### config.mk
export PLATFORM = sky130hd
export DESIGN_NAME = dcacheMissFsm
export DESIGN_NICKNAME = d
export VERILOG_FILES = /design/src/hw/l1DcachePkg.sv /design/src/hw/dcacheMissFsm.sv
export SDC_FILE = /design/constraint.sdc
export NUM_CORES = 1
export LEC_CHECK = 0
export BUFFER_PORTS_ARGS = -buffer_cell sky130_fd_sc_hd__buf_2
export CORE_AREA = 2 2 234 236
export DETAILED_ROUTE_END_ITERATION = 12
export DIE_AREA = 0 0 236 238
export PLACE_DENSITY_LB_ADDON = 0.1
export RECOVER_POWER = 25
export SYNTH_ARGS = -nofsm -noshare
export SYNTH_HDL_FRONTEND = slang
export SYNTH_SLANG_ARGS = --single-unit
### constraint.sdc
create_clock -name clock -period 5 [get_ports clock]
set_input_delay 0.25 -clock clock [delete_from_list [all_inputs] [get_ports clock]]
set_output_delay 0.25 -clock clock [all_outputs]
set_load 0.01 [all_outputs]
### src/hw/l1DcachePkg.sv
// geometry and type definitions shared by every L1 data cache module and its checker
`default_nettype none

package l1DcachePkg;

	// address and line geometry
	localparam int AddrWidth   = 32;
	localparam int LineBytes   = 16;
	localparam int LineWidth   = LineBytes * 8;
	localparam int ValWidth    = 64;
	localparam int OffsetWidth = $clog2(LineBytes);
	localparam int IndexWidth  = 6;
	localparam int NumLines    = 1 << IndexWidth;
	localparam int TagWidth    = AddrWidth - IndexWidth - OffsetWidth;

	// top nibble of a flush address that flushes the whole cache
	localparam logic [3:0] FlushAllRegion = 4'hF;

	// request opcodes
	// bit 4 store, bit 3 load, bit 2 zero-extend, bits 1:0 log2 of the size in bytes
	typedef enum logic [4:0] {
		Ready  = 5'b00000,
		Flush  = 5'b00100,
		LoadB  = 5'b01000,
		LoadH  = 5'b01001,
		LoadW  = 5'b01010,
		LoadD  = 5'b01011,
		LoadUB = 5'b01100,
		LoadUH = 5'b01101,
		LoadUW = 5'b01110,
		StoreB = 5'b10000,
		StoreH = 5'b10001,
		StoreW = 5'b10010,
		StoreD = 5'b10011
	} reqOpmT;

	// response to the CPU
	typedef enum logic [1:0] {
		RespReady = 2'b00,
		RespHold  = 2'b01,
		RespOk    = 2'b10
	} respOkT;

	// tile commands to memory
	typedef enum logic [1:0] {
		MemReady  = 2'b00,
		MemRdTile = 2'b01,
		MemWrTile = 2'b10
	} memOpmT;

	// memory status
	typedef enum logic [1:0] {
		MemIdle = 2'b00,
		MemHold = 2'b01,
		MemDone = 2'b10
	} memOkT;

	// miss sequencer states
	typedef enum logic [2:0] {
		Idle    = 3'd0,
		WbIssue = 3'd1,
		WbWait  = 3'd2,
		RdIssue = 3'd3,
		RdWait  = 3'd4,
		Resume  = 3'd5
	} missStateT;

endpackage

`default_nettype wire

### src/hw/dcacheMissFsm.sv
// miss sequencer of the L1 data cache, runs victim writeback and tile refill over memory
`timescale 1ns/100ps
`default_nettype none

module dcacheMissFsm import l1DcachePkg::*;
(
	input wire logic                 clock,
	input wire logic                 reset,
	input wire logic                 missStart,
	input wire logic [AddrWidth-1:0] reqAddr,
	input wire logic [TagWidth-1:0]  victimTag,
	input wire logic                 victimDirty,
	input wire logic [LineWidth-1:0] victimLine,
	input var memOkT                 memOk,
	input wire logic [LineWidth-1:0] memDataIn,
	output memOpmT                   memOpm,
	output logic [AddrWidth-1:0]     memAddr,
	output logic [LineWidth-1:0]     memDataOut,
	output logic                     fillWrEn,
	output logic [LineWidth-1:0]     fillLine,
	output logic                     fillBusy
);

	missStateT            state;
	logic [AddrWidth-1:0] wbAddr;
	logic [AddrWidth-1:0] fillAddr;
	logic                 memFree;

	// a new tile request may only start once memory is back to idle
	assign memFree = (memOk == MemIdle);

	always_ff @(posedge clock)
	begin
		if (reset)
		begin
			state  <= Idle;
			memOpm <= MemReady;
		end
		else
		begin
			case (state)
				Idle:
				begin
					if (missStart)
					begin
						state <= victimDirty ? WbIssue : RdIssue;
					end
				end
				WbIssue:
				begin
					if (memFree)
					begin
						memOpm <= MemWrTile;
						state  <= WbWait;
					end
				end
				WbWait:
				begin
					if (memOk == MemDone)
					begin
						memOpm <= MemReady;
						state  <= RdIssue;
					end
				end
				RdIssue:
				begin
					if (memFree)
					begin
						memOpm <= MemRdTile;
						state  <= RdWait;
					end
				end
				RdWait:
				begin
					if (memOk == MemDone)
					begin
						memOpm <= MemReady;
						state  <= Resume;
					end
				end
				// one cycle for the arrays to be read back
				Resume:
				begin
					state <= Idle;
				end
				default:
				begin
					state  <= Idle;
					memOpm <= MemReady;
				end
			endcase
		end
	end

	// victim and request captured at the start of the miss
	always_ff @(posedge clock)
	begin
		if (missStart && (state == Idle))
		begin
			wbAddr     <= {victimTag, reqAddr[OffsetWidth +: IndexWidth], {OffsetWidth{1'b0}}};
			fillAddr   <= {reqAddr[AddrWidth-1:OffsetWidth], {OffsetWidth{1'b0}}};
			memDataOut <= victimLine;
		end
		if ((state == WbIssue) && memFree)
		begin
			memAddr <= wbAddr;
		end
		else if ((state == RdIssue) && memFree)
		begin
			memAddr <= fillAddr;
		end
	end

	// refill lands in the cycle of the read completion
	assign fillWrEn = (state == RdWait) && (memOk == MemDone);
	assign fillLine = memDataIn;
	assign fillBusy = (state != Idle);

endmodule

`default_nettype wire

; ---- After elaboration in Yosys (flattened, before gate mapping)
; Index checks and enable logic that the tools add are counted.
[word_totals]
regBits = 217
input_bits = 316
[op_classes]
eq_ne = 12
mux = 13
bitwise = 1
n_reduce_logical = 12
[ops]
columns = cell, n
row1 = 32-bit 2-to-1 mux, 2
row2 = 3-bit 2-to-1 mux, 5
row3 = 3-bit case mux with 5 select lines, 1
row4 = "2-bit inequality test, second input constant", 5
row5 = 2-bit 2-to-1 mux, 4
row6 = 2-bit case mux with 4 select lines, 1
row7 = "3-bit by 2-bit equality test with 1-bit output, second input constant", 2
row8 = "3-bit equality test, second input constant", 2
row9 = 5-bit AND reduction, 1
row10 = 1-bit logical AND, 4
row11 = 4-bit AND reduction, 1
row12 = 2-bit OR reduction, 2
row13 = "3-bit by 1-bit equality test with 1-bit output, second input constant", 1
row14 = 3-bit zero test, 1
row15 = 3-bit nonzero test, 1
row16 = "2-bit equality test, second input constant", 1
row17 = 2-bit zero test, 1
row18 = "2-bit by 1-bit inequality test with 1-bit output, second input constant", 1
row19 = 2-bit nonzero test, 1
row20 = 1-bit NOT, 1

; ---- Longest topological paths before layout
; Gate-level depths: netlist of run 1.
[depth]
word_depth = 4
depth_mapped = 5

; ---- Worst setup path after synthesis of run 1
; No wires, ideal clock.
[synth_path]
path_kind = reg2reg
from = reg state[2]
to = reg fillAddr[10], enable pin
arrival_ns = 4.755
t_required_ns = 4.439
setup_slack_ns = -0.316
path_stages_with_launch = 3
path_buffers = 0
period_less_slack_ns = 5.316
cell_sequence = dfxtp_1 > nor2_1 > and3_1
[synth_between]
elab_chain_len = 2
[synth_lines]
columns = element, line_no
row1 = start: declaration, dcacheMissFsm.sv:24  ; missStateT state;
row2 = start signal: assignment, dcacheMissFsm.sv:36  ; state <= Idle;
row3 = start signal: assignment, dcacheMissFsm.sv:46  ; state <= victimDirty ? WbIssue : RdIssue;
row4 = start signal: assignment, dcacheMissFsm.sv:54  ; state <= WbWait;
row5 = 3-bit zero test, dcacheMissFsm.sv:98  ; if (missStart && (state == Idle))
row6 = 1-bit logical AND, dcacheMissFsm.sv:98
row7 = end signal: assignment, dcacheMissFsm.sv:101  ; fillAddr <= {reqAddr[AddrWidth-1:OffsetWidth], {OffsetWidth{1'b0}}};
row8 = end: declaration, dcacheMissFsm.sv:26  ; logic [AddrWidth-1:0] fillAddr;
; Every way passes these cells.
; A chain may end at the register's enable or synchronous reset.

; ---- Final worst setup path of run 1
[layout_path]
from = reg state[2]
to = reg fillAddr[13], enable pin
; Same word-level chain as after synthesis.

==> results of run 1 <==
Yosys cell counts:
cell type	instances	area (um^2)
nand2_1	2	7.51
or3_1	1	6.26
nand3b_1	1	7.51
dfxtp_1	5	100
o22a_1	1	8.76
conb_1	1	3.75
a221oi_1	1	8.76
and4_1	1	8.76
xnor2_1	1	8.76
mux2_2	2	22.5
o311ai_0	1	8.76
nor4_1	1	6.26
or2_2	1	6.26
a221o_1	1	10.0
o211ai_1	1	7.51
nor3b_4	1	18.8
and3_1	1	6.26
nor4bb_1	1	10.0
buf_6	2	22.5
mux2_4	20	300
a311oi_1	1	8.76
a211oi_1	3	22.5
edfxtp_1	206	6190
a21oi_1	1	5.00
o32ai_1	1	8.76
buf_4	133	998
nor2b_1	2	12.5
nor2_1	4	15.0
clkbuf_1	8	30.0
o21ai_0	2	10.0
and2_1	1	6.26
inv_1	4	15.0
nand2_4	1	11.3
metal layers:
| metal | vias up | track usage, % | part of all wire (%) |
|---|---|---|---|
| met5 | - | 1.47 | 0.46 |
| met4 | 6 | 2.45 | 2.0 |
| met3 | 39 | 6.81 | 16 |
| met2 | 348 | 12.2 | 42 |
| met1 | 2243 | 9.86 | 39 |
| li1 | 2222 | - | - |
worst max path at each step:
stage | slack [ns] | to | start | cells past startpoint
after floorplan | 1.72 | fillAddr[10] | state[2] | 2
after global placement | 2.36 | memDataOut[9] | state[2] | 3
after detailed placement | 2.39 | fillAddr[12] | state[2] | 3
after CTS | 2.39 | fillAddr[13] | state[2] | 3
after global routing | 2.24 | fillAddr[13] | state[2] | 3
final | 2.49 | fillAddr[13] | state[2] | 3
area by class of cell:
type                            instances  area (um^2)  share of cell area [%]
Inverter                                4         15.0                   0.123
Multi-Input combinational cell         58          581                    4.77
Clock inverter                          9         68.8                   0.565
Clock buffer                           41          771                    6.33
Antenna cell                            1         2.50                  0.0206
Timing Repair Buffer                  527         3580                    29.4
Tap cell                              696          871                    7.16
Sequential cell                       211         6290                    51.7
layout by cell type (no fill, tap or decap), types with 2 or more instances in the layout:
master and n:
clkbuf_16 29, edfxtp_1 206, mux2_4 20, o21ai_0 2, nand2_1 2, dfxtp_1 5
clkinv_1 4, clkbuf_1 12, inv_1 4, clkinv_2 3, mux2_2 2, conb_1 4
a211oi_1 3, nor2_1 4, buf_12 2, buf_2 343, dlygate4sd3_1 181
critical path: stages (launching register included):
cell     delay (ns)
dfxtp_1        0.45
nor2_1         0.36
and3_4         0.82
buf_12         0.42
through the flow:
| step | setup WS [ns] | instances | cell area (um^2) |
|---|---|---|---|
| 2_1_floorplan | 1.72 | 416 | 7920 |
| 3_3_place_gp | 2.36 | 1315 | 9520 |
| 3_5_place_dp | 2.39 | 1315 | 9520 |
| 4_1_cts | 2.39 | 1546 | 12200 |
| 5_1_grt | 2.24 | 1547 | 12200 |
| 6_report | 2.49 | 1547 | 12200 |
registers in the layout (all words and copies together) (netlist names):
signal and flops:
state 3, memOpm 2, memAddr 28, fillAddr 28
memDataOut 128, wbAddr 22
cell families (layout without fill, tap and decap cells):
| kind of cell | after synthesis | after routing | synth area share [%] |
|---|---|---|---|
| compound gates | 13 | 13 | 1.25 |
| buf+inv | 147 | 581 | 13.5 |
| mux | 22 | 22 | 4.08 |
| flops | 211 | 211 | 79.5 |
| xor+xnor | 1 | 1 | 0.111 |
| other cells | 1 | 5 | 0.0474 |
| simple gates | 18 | 18 | 1.55 |
report_power, final:
group          internal [mW]  leakage (nW)  total (mW)  switching (mW)
registers               2.11          1.98        2.14          0.0337
clock network           1.11         0.408        1.88           0.769
logic                  0.238          2.43       0.465           0.226
==> impl_metrics.tcl, run 1 <==
set metrics [dict create \
    numClockSinks 211 \
    power_mw 4.48 \
    ios 608 \
    r2r_end "fillAddr[13]" \
    h-tree-depth 1 \
    final-hold-violation-count 0 \
    fin_util_pct 22.8 \
    maxSlewHeadroom_pct 35.3 \
    drt_wl_total_mm 25.2 \
    worstHoldStart "memOk[1]" \
    area_growth_pct 53.9 \
    grt_first_pass_wirelength_mm 35.8 \
    finalMaxSlewViolations 0 \
    grt_pass1_vias 5475 \
    p_leak_nw 4.82 \
    reg2reg_slack_ns 2.49 \
    first_pass_iters 4 \
    finClkSkew_ns 0.0118 \
    numCtsBuffers 28 \
    crit_path_end_kind "register" \
    first_iter_violations 131 \
    ys_types 33 \
    post_cts_buffers 0 \
    fillCellCount 5698 \
    path_max_fanout 64 \
    setup_tns_ns 0 \
    powerDensity_nw_per_um2 368 \
    route.detailed.drc 0 \
    port_buffers 343 \
    std_cell_rows 85 \
    vdd_ir_drop_max_mv 0.229 \
    hp-class "in2reg" \
    grt_setup_unrepaired "no" \
    ys_ff_latch 211 \
    vias 4858 \
    r2r_start "state[2]" \
    cts_tree "done" \
    arrival_ns 2.71 \
    critPathKind "reg2reg" \
    die_width_um 236 \
    status "completed" \
    syn_inst 413 \
    ant_nets 0 \
    syn_area_um2 7910 \
    period_needed_ns 2.51 \
    hpwl_mm 18.4 \
    grt_remaining_overflow 0 \
    min_to "memOpm[0]" \
    start_util_pct 14.8 \
    cts-root-buf "clkbuf_16" \
    drive_gt1_share_pct 47.9 \
    startpoint_type "register" \
    whs_ns 0.128 \
    clk-insertion-delay-late_ns 0.56 \
    avgSynthCellArea_um2 19.1 \
    grt_usage_pct 8.64 \
    r2r_cells 3 \
    max-clock-path-buffers 3 \
    fp.dieH_um 238 \
    detail_route.wl_per_cell_um 16.3 \
    postCtsHoldBufs 181 \
    gp_congestion 0.657 \
    fin_nets 1146 \
    fmax_mhz 399 \
    vias_per_cell 3.14 \
    max-cap-violations 0 \
    path_clk_slew_ns 0.05 \
    worstMarginPinSlew_ns 0.970 \
    antenna_found_initial 3 \
    fin_crit_sh_pct 50.1 \
    yosysSeqAreaShare_pct 79.5 \
    ctsResizeCount 0 \
    required_ns 5.21 \
    hold-path-cell-count 4 \
    yosysWarnings 0 \
    grt_max_degree 65 \
    dieArea_um2 56200 \
    finalSetupViolCount 0 \
    coreArea_um2 53500 \
]
Power figures use the tool's default switching activity.
==> run 2: changes to the inputs <==
--- a/config.mk
+++ b/config.mk
@@ -6,9 +6,9 @@
 export NUM_CORES = 1
 export LEC_CHECK = 0
 export BUFFER_PORTS_ARGS = -buffer_cell sky130_fd_sc_hd__buf_2
-export CORE_AREA = 2 2 234 236
+export CORE_AREA = 2 2 236 238
 export DETAILED_ROUTE_END_ITERATION = 12
-export DIE_AREA = 0 0 236 238
+export DIE_AREA = 0 0 238 240
 export PLACE_DENSITY_LB_ADDON = 0.1
 export RECOVER_POWER = 25
 export SYNTH_ARGS = -nofsm -noshare
==> constraint.sdc (replaced) <==
create_clock -name clock -period 2.6 [get_ports clock]
set_input_delay 0.13 -clock clock [delete_from_list [all_inputs] [get_ports clock]]
set_output_delay 0.13 -clock clock [all_outputs]
set_load 0.01 [all_outputs]
==> run 2 against run 1 <==
Effect of this change: critical path depth is the same; via count grew 2.4%; first-iteration DRC count grew 15%; clock-buffer cell count shrank 3; flip-flop and latch count is the same; sequential share of layout area shrank 0.78 points; global-route usage grew 0.52 points.
==> impl_metrics.tcl, run 2 (same netlist as run 1, synthesis figures left out) <==
set metrics [dict create \
    maxSlewHeadroom_pct 65.7 \
    grt_first_pass_wirelength_mm 37.9 \
    ios 608 \
    mostFrequentLayoutCells "buf_2 (342), edfxtp_1 (206), dlygate4sd3_1 (182)" \
    dieArea_um2 57100 \
    fmax_mhz 496 \
    arrival_ns 2.22 \
    max-clock-path-buffers 3 \
    finalMaxSlewViolations 0 \
    die_width_um 238 \
    startpoint_type "register" \
    dp_cells 1333 \
    final-hold-violation-count 0 \
    first_pass_iters 4 \
    p_leak_nw 4.91 \
    required_ns 2.80 \
    path_delay_family "simple AND/OR/NAND/NOR gates" \
    vias 4974 \
    port_buffers 343 \
    grt_usage_pct 9.16 \
    grt_remaining_overflow 0 \
    detail_route.wl_per_cell_um 17.5 \
    antenna_found_initial 8 \
    std_cell_rows 86 \
    fp.dieH_um 240 \
    vdd_ir_drop_max_mv 0.453 \
    critPathSlowestCell "dfxtp_1" \
    stdcell_count 1568 \
    area_growth_pct 56.3 \
    period_needed_ns 2.02 \
    worstMarginPinSlew_ns 0.515 \
    critPathBufInv 1 \
    numClockSinks 211 \
    fin_crit_sh_pct 77.6 \
    final_common_cell "buf_2" \
    coreArea_um2 54700 \
    status "completed" \
    first_iter_violations 150 \
    fillCellCount 5841 \
    reg2reg_slack_ns 0.58 \
    start_util_pct 14.5 \
    crit_path_end_kind "register" \
    cts-root-buf "clkbuf_16" \
    whs_ns 0.0488 \
    path_clk_slew_ns 0.06 \
    clk-insertion-delay-late_ns 0.55 \
    h-tree-depth 1 \
    grt_setup_unrepaired "no" \
    max-cap-violations 0 \
    drive_gt1_share_pct 48.8 \
    powerDensity_nw_per_um2 712 \
    route.detailed.drc 0 \
    power_mw 8.80 \
    fin_nets 1158 \
    finalSetupViolCount 0 \
    reg.largest.list "memDataOut (128), fillAddr (28), memAddr (28)" \
    fin_util_pct 22.6 \
    vias_per_cell 3.17 \
    max_stage_delay_ns 0.46 \
    setup_tns_ns 0 \
    grt_pass1_vias 5563 \
    gp_congestion 0.683 \
    path_max_fanout 67 \
    finClkSkew_ns 0.0138 \
    regMostFlops "memDataOut" \
    drt_wl_total_mm 27.4 \
    grt_max_degree 68 \
    numCtsBuffers 29 \
    hpwl_mm 20.4 \
    cp_cell_sequence "nor2_1 -> and3_4 -> buf_12" \
    largest_register_ff_count 128 \
    cts_tree "done" \
    ant_nets 0 \
    hp-class "in2reg" \
    critPathKind "reg2reg" \
]
run 2: cell count changes in the layout (fill, tap and decap cells not counted):
cell and change:
diode_2 +1, dlygate4sd3_1 +1, clkinv_2 +2, clkinv_1 -1
inv_6 +1, bufinv_16 +1, buf_4 +6, buf_12 +4
clkinvlp_4 +1, buf_2 -1, clkbuf_1 -2
run 2: final timing paths:
kind | endpoint | from | cells past startpoint
worst min-delay path | state[1] | memOk[0] | 3
worst max-delay path | memDataOut[38] | state[2] | 3
worst max register to register | memDataOut[38] | state[2] | 3
worst min register to register | memAddr[6] | fillAddr[6] | 0
run 2: routing by layer:
layer	wire length [um]	share of wire [%]	global-route usage, %	up-vias
li1	-	-	-	2244
met1	10400	38	10.5	2282
met2	11700	43	13.0	385
met3	4540	17	6.99	49
met4	586	2.1	2.71	14
met5	193	0.70	1.56	-
run 2: worst min-delay path, stage by stage:
cell and delay (ns):
buf_2 0.15, nor4_1 0.07, a211oi_1 0.20
run 2: power by group:
group          total (mW)  switching, mW  internal [mW]
logic               0.955          0.458          0.497
registers            4.11         0.0636           4.05
clock network        3.74           1.50           2.24
total                8.80           2.02           6.78
run 2: layout make-up:
| class | instances | area, um^2 | share of cell area (%) |
|---|---|---|---|
| Clock buffer | 38 | 759 | 6.15 |
| Antenna cell | 2 | 5.00 | 0.0405 |
| Sequential cell | 211 | 6290 | 50.9 |
| Timing Repair Buffer | 538 | 3710 | 30.0 |
| Tap cell | 704 | 881 | 7.13 |
| Inverter | 4 | 15.0 | 0.121 |
| Clock inverter | 13 | 121 | 0.982 |
| Multi-Input combinational cell | 58 | 581 | 4.70 |
run 2: through the flow:
step	instance area [um^2]	worst slack (ns)
after floorplan	7930	0.0576
after global placement	9650	0.545
after detailed placement	9650	0.571
after CTS	12400	0.547
after global routing	12400	0.379
final	12400	0.582
run 2: what timing repair did:
action	4_1_cts	5_1_grt
endpoints found under the hold margin	183	0
hold buffers	182	0
setup buffers	0	0
endpoints found under the setup margin	0	0
gates resized for setup	0	0
